[src/logic/fir_pkg.sv]
`default_nettype none

package fir_pkg;

    // datapath sizes
    localparam int DATA_W     = 16;
    localparam int NUM_TAPS   = 4;
    localparam int FRAC_BITS  = 15;
    localparam int PROD_W     = 32;
    localparam int COEF_IDX_W = 2;
    // adder width with guard bits for the tap count
    localparam int SUM_W      = PROD_W + COEF_IDX_W;

    // register map, each register spans two byte addresses
    localparam logic [3:0] ADDR_STATUS   = 4'd0;
    localparam logic [3:0] ADDR_RESULT   = 4'd2;
    localparam logic [3:0] ADDR_SAMPLE   = 4'd4;
    localparam logic [3:0] ADDR_COEF0    = 4'd6;
    localparam logic [3:0] ADDR_NEW_COEF = 4'd14;

    // AHB-Lite transfer encodings
    localparam logic       HSIZE_BYTE  = 1'b0;
    localparam logic       HSIZE_HALF  = 1'b1;
    localparam logic [1:0] HTRANS_IDLE = 2'b00;

    typedef logic [DATA_W-1:0] tap_sample_t;
    typedef logic [DATA_W-1:0] tap_coef_t;
    typedef logic [PROD_W-1:0] tap_prod_t;

endpackage

`default_nettype wire

[src/logic/fir_ctrl_if.sv]
`timescale 1ns/100ps
`default_nettype none

interface fir_ctrl_if;

    fir_pkg::tap_sample_t            sample_data;
    logic                            data_ready;
    logic                            new_coefficient_set;
    fir_pkg::tap_coef_t              fir_coefficient;
    logic [fir_pkg::COEF_IDX_W-1:0]  coefficient_num;
    logic                            load_active;
    logic                            modwait;
    logic [fir_pkg::DATA_W-1:0]      fir_out;
    logic                            err;

    // bus side register file
    modport regs (
        output sample_data, data_ready, new_coefficient_set, fir_coefficient,
        input  coefficient_num, load_active, modwait, fir_out, err
    );

    // sequencer, also forwards the sample to tap 0
    modport loader (
        output coefficient_num, load_active, modwait,
        input  sample_data, data_ready, new_coefficient_set, fir_coefficient
    );

    modport drain (
        output fir_out, err
    );

endinterface

`default_nettype wire

[src/logic/ahb_lite_slave.sv]
`timescale 1ns/100ps
`default_nettype none

module ahb_lite_slave (
    input  logic                        clk,
    input  logic                        n_rst,
    input  logic                        hsel,
    input  logic [3:0]                  haddr,
    input  logic                        hsize,
    input  logic [1:0]                  htrans,
    input  logic                        hwrite,
    input  logic [fir_pkg::DATA_W-1:0]  hwdata,
    output logic [fir_pkg::DATA_W-1:0]  hrdata,
    output logic                        hresp,
    fir_ctrl_if.regs                    ctrl
);

    // address phase, held for the data phase
    logic       valid_q;
    logic [3:0] addr_q;
    logic       size_q;
    logic       write_q;

    fir_pkg::tap_coef_t coef_table [fir_pkg::NUM_TAPS];

    logic [3:0]                      hw_addr;
    logic                            is_coef;
    logic [fir_pkg::COEF_IDX_W-1:0]  coef_sel;
    logic [fir_pkg::DATA_W-1:0]      lane_mask;
    logic [fir_pkg::DATA_W-1:0]      reg_val;
    logic                            wr_en;
    logic                            rd_en;

    function automatic logic [fir_pkg::DATA_W-1:0] merge_lanes(
        input logic [fir_pkg::DATA_W-1:0] old_val,
        input logic [fir_pkg::DATA_W-1:0] new_val,
        input logic [fir_pkg::DATA_W-1:0] mask
    );
        return (old_val & ~mask) | (new_val & mask);
    endfunction

    always_ff @(posedge clk, negedge n_rst) begin
        if (!n_rst) begin
            valid_q <= 1'b0;
            addr_q  <= '0;
            size_q  <= fir_pkg::HSIZE_BYTE;
            write_q <= 1'b0;
        end else begin
            valid_q <= hsel && (htrans != fir_pkg::HTRANS_IDLE);
            addr_q  <= haddr;
            size_q  <= hsize;
            write_q <= hwrite;
        end
    end

    assign hw_addr = {addr_q[3:1], 1'b0};
    assign is_coef = (addr_q >= fir_pkg::ADDR_COEF0) && (addr_q < fir_pkg::ADDR_NEW_COEF);
    // halfwords 3..6 hold coefficients 0..3
    assign coef_sel = addr_q[2:1] + 2'd1;

    // odd address selects the upper byte lane
    assign lane_mask = (size_q == fir_pkg::HSIZE_BYTE) ?
                       {{8{addr_q[0]}}, {8{!addr_q[0]}}} : '1;

    // writes to status/result and byte access to the top address are illegal
    assign hresp = valid_q && ((write_q && (addr_q < fir_pkg::ADDR_SAMPLE)) ||
                   ((size_q == fir_pkg::HSIZE_BYTE) && (hw_addr == fir_pkg::ADDR_NEW_COEF)
                    && addr_q[0]));

    assign wr_en = valid_q && write_q && !hresp;
    assign rd_en = valid_q && !write_q && !hresp;

    always_comb begin
        reg_val = '0;
        case (hw_addr)
            fir_pkg::ADDR_STATUS: begin
                reg_val[0] = ctrl.new_coefficient_set || ctrl.modwait;
                reg_val[8] = ctrl.err;
            end
            fir_pkg::ADDR_RESULT:   reg_val = ctrl.fir_out;
            fir_pkg::ADDR_SAMPLE:   reg_val = ctrl.sample_data;
            fir_pkg::ADDR_NEW_COEF: reg_val = {{(fir_pkg::DATA_W-1){1'b0}},
                                               ctrl.new_coefficient_set};
            default:                reg_val = coef_table[coef_sel];
        endcase
    end

    assign hrdata = rd_en ? (reg_val & lane_mask) : '0;

    always_ff @(posedge clk, negedge n_rst) begin
        if (!n_rst) begin
            coef_table               <= '{default: '0};
            ctrl.sample_data         <= '0;
            ctrl.data_ready          <= 1'b0;
            ctrl.new_coefficient_set <= 1'b0;
            ctrl.fir_coefficient     <= '0;
        end else begin
            // sample consumed once the loader starts its shift
            if (ctrl.modwait) begin
                ctrl.data_ready <= 1'b0;
            end
            if (ctrl.load_active) begin
                ctrl.fir_coefficient <= coef_table[ctrl.coefficient_num];
                // last index done
                if (&ctrl.coefficient_num) begin
                    ctrl.new_coefficient_set <= 1'b0;
                end
            end
            if (wr_en) begin
                if (hw_addr == fir_pkg::ADDR_SAMPLE) begin
                    ctrl.sample_data <= merge_lanes(ctrl.sample_data, hwdata, lane_mask);
                    // byte writes only stage part of a sample
                    if (size_q == fir_pkg::HSIZE_HALF) begin
                        ctrl.data_ready <= 1'b1;
                    end
                end else if (hw_addr == fir_pkg::ADDR_NEW_COEF) begin
                    ctrl.new_coefficient_set <= hwdata[0];
                end else if (is_coef) begin
                    coef_table[coef_sel] <= merge_lanes(coef_table[coef_sel], hwdata,
                                                        lane_mask);
                end
            end
        end
    end

endmodule

`default_nettype wire

[src/logic/coeff_loader.sv]
`timescale 1ns/100ps
`default_nettype none

module coeff_loader (
    input  logic                          clk,
    input  logic                          n_rst,
    fir_ctrl_if.loader                    ctrl,
    output logic [fir_pkg::NUM_TAPS-1:0]  coef_load,
    output fir_pkg::tap_coef_t            coef_value,
    output logic                          shift,
    output fir_pkg::tap_sample_t          shift_sample,
    output logic                          shift_done
);

    typedef enum logic [1:0] {
        IDLE,
        LOADING,
        COMPUTING
    } state_t;

    state_t state;
    state_t next_state;

    logic [fir_pkg::COEF_IDX_W-1:0] idx;
    logic [fir_pkg::COEF_IDX_W-1:0] idx_q;
    logic                           load_q;
    logic                           start_load;
    logic                           start_shift;

    // a pending coefficient set goes before a pending sample
    assign start_load  = (state == IDLE) && ctrl.new_coefficient_set;
    assign start_shift = (state == IDLE) && !ctrl.new_coefficient_set && ctrl.data_ready;

    assign ctrl.load_active     = start_load || (state == LOADING);
    assign ctrl.coefficient_num = idx;
    assign ctrl.modwait         = start_shift || (state == COMPUTING);

    assign shift        = start_shift;
    assign shift_sample = ctrl.sample_data;
    assign coef_value   = ctrl.fir_coefficient;

    // slave answers an index one cycle later, so the strobe trails by one
    assign coef_load = load_q ? ({{(fir_pkg::NUM_TAPS-1){1'b0}}, 1'b1} << idx_q) : '0;

    always_comb begin
        next_state = state;
        case (state)
            IDLE: begin
                if (start_load) begin
                    next_state = LOADING;
                end else if (start_shift) begin
                    next_state = COMPUTING;
                end
            end
            LOADING: begin
                if (&idx) begin
                    next_state = IDLE;
                end
            end
            COMPUTING: begin
                if (shift_done) begin
                    next_state = IDLE;
                end
            end
            default: next_state = IDLE;
        endcase
    end

    always_ff @(posedge clk, negedge n_rst) begin
        if (!n_rst) begin
            state      <= IDLE;
            idx        <= '0;
            idx_q      <= '0;
            load_q     <= 1'b0;
            shift_done <= 1'b0;
        end else begin
            state      <= next_state;
            // wraps to 0 after the last tap
            idx        <= ctrl.load_active ? idx + 1'b1 : '0;
            idx_q      <= idx;
            load_q     <= ctrl.load_active;
            shift_done <= shift;
        end
    end

endmodule

`default_nettype wire

[src/logic/fir_tap.sv]
`timescale 1ns/100ps
`default_nettype none

module fir_tap (
    input  logic                  clk,
    input  logic                  n_rst,
    input  logic                  coef_load,
    input  fir_pkg::tap_coef_t    coef_value,
    input  logic                  shift,
    input  fir_pkg::tap_sample_t  sample_in,
    output fir_pkg::tap_sample_t  sample_out,
    output fir_pkg::tap_prod_t    prod
);

    fir_pkg::tap_coef_t   coef_q;
    fir_pkg::tap_sample_t sample_q;

    always_ff @(posedge clk, negedge n_rst) begin
        if (!n_rst) begin
            coef_q   <= '0;
            sample_q <= '0;
        end else begin
            if (coef_load) begin
                coef_q <= coef_value;
            end
            // delay line step
            if (shift) begin
                sample_q <= sample_in;
            end
        end
    end

    assign sample_out = sample_q;
    assign prod       = fir_pkg::tap_prod_t'(coef_q) * fir_pkg::tap_prod_t'(sample_q);

endmodule

`default_nettype wire

[src/logic/fir_accumulator.sv]
`timescale 1ns/100ps
`default_nettype none

module fir_accumulator (
    input  logic                clk,
    input  logic                n_rst,
    input  fir_pkg::tap_prod_t  prod [fir_pkg::NUM_TAPS],
    input  logic                shift_done,
    fir_ctrl_if.drain           ctrl
);

    logic [fir_pkg::SUM_W-1:0]   sum;
    logic [fir_pkg::SUM_W-1:0]   scaled;
    logic                        sat;
    logic [fir_pkg::DATA_W-1:0]  result;

    always_comb begin
        sum = '0;
        for (int k = 0; k < fir_pkg::NUM_TAPS; k++) begin
            sum = sum + {{fir_pkg::COEF_IDX_W{1'b0}}, prod[k]};
        end
    end

    // drop the fraction bits
    assign scaled = sum >> fir_pkg::FRAC_BITS;

    // anything above the result width clips to full scale
    assign sat    = |scaled[fir_pkg::SUM_W-1:fir_pkg::DATA_W];
    assign result = sat ? '1 : scaled[fir_pkg::DATA_W-1:0];

    always_ff @(posedge clk, negedge n_rst) begin
        if (!n_rst) begin
            ctrl.fir_out <= '0;
            ctrl.err     <= 1'b0;
        end else if (shift_done) begin
            ctrl.fir_out <= result;
            ctrl.err     <= sat;
        end
    end

endmodule

`default_nettype wire

[src/logic/fir_filter_top.sv]
`timescale 1ns/100ps
`default_nettype none

module fir_filter_top (
    input  logic                        clk,
    input  logic                        n_rst,
    input  logic                        hsel,
    input  logic [3:0]                  haddr,
    input  logic                        hsize,
    input  logic [1:0]                  htrans,
    input  logic                        hwrite,
    input  logic [fir_pkg::DATA_W-1:0]  hwdata,
    output logic [fir_pkg::DATA_W-1:0]  hrdata,
    output logic                        hresp
);

    fir_ctrl_if ctrl ();

    logic [fir_pkg::NUM_TAPS-1:0]  coef_load;
    fir_pkg::tap_coef_t            coef_value;
    logic                          shift;
    fir_pkg::tap_sample_t          shift_sample;
    logic                          shift_done;

    // delay line, last entry is the sample leaving the window
    fir_pkg::tap_sample_t tap_chain [fir_pkg::NUM_TAPS + 1];
    fir_pkg::tap_prod_t   prod [fir_pkg::NUM_TAPS];

    ahb_lite_slave u_slave (
        .clk    (clk),
        .n_rst  (n_rst),
        .hsel   (hsel),
        .haddr  (haddr),
        .hsize  (hsize),
        .htrans (htrans),
        .hwrite (hwrite),
        .hwdata (hwdata),
        .hrdata (hrdata),
        .hresp  (hresp),
        .ctrl   (ctrl.regs)
    );

    coeff_loader u_loader (
        .clk          (clk),
        .n_rst        (n_rst),
        .ctrl         (ctrl.loader),
        .coef_load    (coef_load),
        .coef_value   (coef_value),
        .shift        (shift),
        .shift_sample (shift_sample),
        .shift_done   (shift_done)
    );

    assign tap_chain[0] = shift_sample;

    for (genvar k = 0; k < fir_pkg::NUM_TAPS; k++) begin : g_tap
        fir_tap u_tap (
            .clk        (clk),
            .n_rst      (n_rst),
            .coef_load  (coef_load[k]),
            .coef_value (coef_value),
            .shift      (shift),
            .sample_in  (tap_chain[k]),
            .sample_out (tap_chain[k + 1]),
            .prod       (prod[k])
        );
    end

    fir_accumulator u_acc (
        .clk        (clk),
        .n_rst      (n_rst),
        .prod       (prod),
        .shift_done (shift_done),
        .ctrl       (ctrl.drain)
    );

endmodule

`default_nettype wire

[config.mk]
export PLATFORM = sky130hd
export DESIGN_NAME = fir_filter_top
export DESIGN_NICKNAME = d
export VERILOG_FILES = /design/src/logic/fir_pkg.sv /design/src/logic/fir_ctrl_if.sv /design/src/logic/ahb_lite_slave.sv /design/src/logic/coeff_loader.sv /design/src/logic/fir_tap.sv /design/src/logic/fir_accumulator.sv /design/src/logic/fir_filter_top.sv
export SDC_FILE = /design/constraint.sdc
export NUM_CORES = 2
export LEC_CHECK = 0
export BUFFER_PORTS_ARGS = -buffer_cell sky130_fd_sc_hd__buf_4
export CAP_MARGIN = 20
export CORE_UTILIZATION = 31
export CTS_BUF_LIST = sky130_fd_sc_hd__clkbuf_16
export CTS_CLUSTER_DIAMETER = 150
export CTS_CLUSTER_SIZE = 10
export DETAILED_ROUTE_END_ITERATION = 6
export GPL_TIMING_DRIVEN = 1
export SETUP_SLACK_MARGIN = 0.02
export SKIP_LAST_GASP = 1
export SYNTH_ARGS = -nofsm -noshare
export SYNTH_HDL_FRONTEND = slang
export SYNTH_SLANG_ARGS = --single-unit
[constraint.sdc]
create_clock -name clk -period 12.02 [get_ports clk]
set_clock_uncertainty 0.05 [all_clocks]
set_input_delay 1.202 -clock clk [delete_from_list [all_inputs] [get_ports clk]]
set_output_delay 1.202 -clock clk [all_outputs]
set_load 0.01 [all_outputs]
==> metrics <==
leading area contributor after synthesis fa_1; warnings from Yosys 0; area growth from synthesis to layout 12.34%; required time of the worst setup path 12.41 ns; final number of hold-violating endpoints 0; via/cell ratio 4.718; ratio of cells with drive above 1 in the final layout 14.03%; master of the slowest instance on the critical path fa_1; number of input and output port buffers inserted 43; total gr overflow 0; clock period minus final worst setup slack 12.55 ns; Total Nets Final 6136; unrepaired setup endpoints after global routing true; synthesis-stage register bit count 258; HPWL after detailed placement 98750 um; worst-case setup margin in the final layout -0.5285 ns; Mean Syn Cell Area 9.857 um2; type of the most critical hold path register to register; height of the chip 385.2 um; Antenna diodes 0; placeable core area 0.1457 mm2; fmax 79.69 MHz; maximum number of buffers from clock root to sink 3; clock tree from TritonCTS done; headroom to the max-slew limit 24.60%; number of H-tree levels 1; share of synthesized flip-flops with an asynchronous set or reset 100.0%; sort of element at the end of the critical path register; combined buffer and inverter count along the critical path 9; violations in the final reports setup timing; final antenna-violating net count 0; first-pass GRT wire length 195500 um; number of design-rule violations left by the first detailed-router iteration 2038; Detailed Routing Iterations Pass 1 7; Seq. cell area 0.006465 mm2; pin count of the biggest net entering global routing 172; # setup viols final 17; vias in the first global route 34660; register clock-pin slew on the reported worst setup and hold paths 0.07 ns; drt drc 0; total area of multi-input combinational cells 0.03484 mm2; summed instance area of the synthesized netlist 0.04552 mm2; cell family contributing the most delay on the critical path adder cells; largest cells by area after synthesis fa_1 (41%), dfrtp_1 (14%), ha_1 (11%); post-layout util 35.09%; status complete, but fails checks; number of sinks handled by clock tree synthesis 258; number of maximum-capacitance constraint violations 0; Worst EP arrival 12.94 ns; Detailed Route WL 119400 um; total die area 0.1484 mm2; worst-path maximum fanout 7; number of instances in the synthesized netlist 4618; effective utilization at floorplan 31.23%; vias post-DR 31610; boundary pin count 44; GR Util All Layers 16.80%; antenna violations before repair 6; Yosys cell types 69; routed length per placed instance 17.82 um; Cell Rows 140; fin. max-slew vios 0; EDFF count, synth 0; main flop type after synthesis dfrtp_1; Die Span X 385.2 um; final estimated routing congestion in global placement 0.8883; master cell of the clock root buffer clkbuf_16; CP most frequent cell fa_1; pin slew with the least headroom to its limit 1.128 ns; Filler cells 14730; sequential cell area fraction in the yosys report 14.18%; category of the most critical setup path register to register; Post-Syn Nets 5972; peak per-stage delay on the critical path 0.58 ns; Worst-Skew Late Latency 0.61 ns; share of Yosys cell area claimed by the top area cell type 40.77%; post-route clock period utilization 104.4%; startpoint type of the worst setup path register; clock buffer count from CTS 29
metal layers:
layer	vias to the layer above	part of all wire (%)	GRT usage, %	wire length (um)
li1	14130	-	-	-
met1	16530	43	22.81	51790
met2	810	49	28.80	58490
met3	140	4.7	1.460	5642
met4	2	2.9	4.136	3467
met5	-	0.011	0	13
kinds of logic after synthesis:
logic type      Yosys count  synth area share (%)
buf+inv                1272                 10.50
fa+ha+maj              1327                 51.76
xor+xnor                 48                0.9236
flops                   258                 14.18
compound gates          259                 3.711
mux                     207                 5.871
simple gates           1247                 13.04
cells in the mapped netlist, types with 3 or more instances:
cell type,count
nor3_1,5
a32oi_1,3
o21ai_1,6
or2_2,3
dfrtp_1,258
a21o_1,22
a222oi_1,15
o21bai_1,9
xor2_1,15
nand4_1,3
mux2i_1,15
and2_1,428
nand2b_1,3
clkbuf_1,198
o21ai_0,68
ha_1,400
a311oi_1,4
mux2_2,160
a211oi_1,4
nor2b_1,9
nand3b_1,3
fa_1,927
mux4_2,32
nand2_1,679
inv_1,1064
a21boi_0,3
o21a_1,4
xnor2_1,33
nand3_1,11
nor2_1,80
o32a_1,4
and4_1,4
a21oi_1,67
and3_1,9
a31oi_1,16
buf_1,7
a22oi_1,3
worst min-delay path: cells and delay by family (launching register included):
kind / cells / cell delay [ns]
flip-flops: 1 / 0.35
AO/OA/AOI/OAI: 1 / 0.06
AND/OR/NAND/NOR: 1 / 0.05
worst paths after layout:
kind / startpoint / to / slack [ns] / depth (start not counted)
min: u_slave.coef_table[0] / u_slave.coef_table[0] / 0.45 / 2
min in group asynchronous: n_rst / u_acc.ctrl.fir_out[14] / 0.56 / 1
max: g_tap[0].u_tap.coef_q[5] / u_acc.ctrl.fir_out[9] / -0.53 / 42
min reg2reg: u_slave.coef_table[0] / u_slave.coef_table[0] / 0.45 / 2
max reg2reg: g_tap[0].u_tap.coef_q[5] / u_acc.ctrl.fir_out[9] / -0.53 / 42
max in group asynchronous: n_rst / g_tap[1].u_tap.sample_out[4] / 9.84 / 2
layout by cell type, fill, tap and decap left out, types with 66 or more instances in the layout:
cell type	n
and2_1	419
buf_4	324
dfrtp_1	251
fa_1	921
ha_1	382
inv_1	1048
mux2_2	160
nand2_1	679
nor2_1	79
o21ai_0	66
final cells by class:
type,count,area share (%)
Tap cell,1917,4.690
Inverter,1064,7.810
Sequential cell,258,12.64
Clock inverter,2,0.04649
Timing Repair Buffer,341,5.253
Clock buffer,29,1.419
Multi-Input combinational cell,3088,68.14
sequential cells by signal (all words and copies together) (netlist names), 4 cells and up, named ones only:
signal / count
g_tap.u_tap.coef_q: 64
g_tap.u_tap.sample_out: 64
u_slave.coef_table: 64
u_acc.ctrl.fir_out: 16
u_slave.ctrl.fir_coefficient: 16
u_slave.addr_q: 4
stage by stage:
step	instances	setup WS [ns]	cell area (um2)	TNS (ns)	hold slack (ns)
finish	6699	-0.5285	51140	-8.654	0.4531
detailed placement	6649	-0.8968	49830	-14.15	0.4395
global placement	6648	-0.7126	49820	-10.78	0.4238
CTS	6692	-0.4991	50820	-7.945	0.4517
global route	6699	-0.9660	51140	-16.10	0.4798
floorplan	4618	-0.03014	45780	-0.1205	0.3258
timing repair:
| action | CTS | global route |
|---|---|---|
| endpoints found under the setup margin | 17 | 17 |
| gates resized for setup | 32 | 51 |
| pin swaps | 27 | 30 |
| hold buffers | 0 | 0 |
| setup buffers | 11 | 5 |
| gates cloned | 1 | 0 |
Power is not shown: default switching activity piles up to over one toggle a cycle in this logic, so the estimate is an artifact.
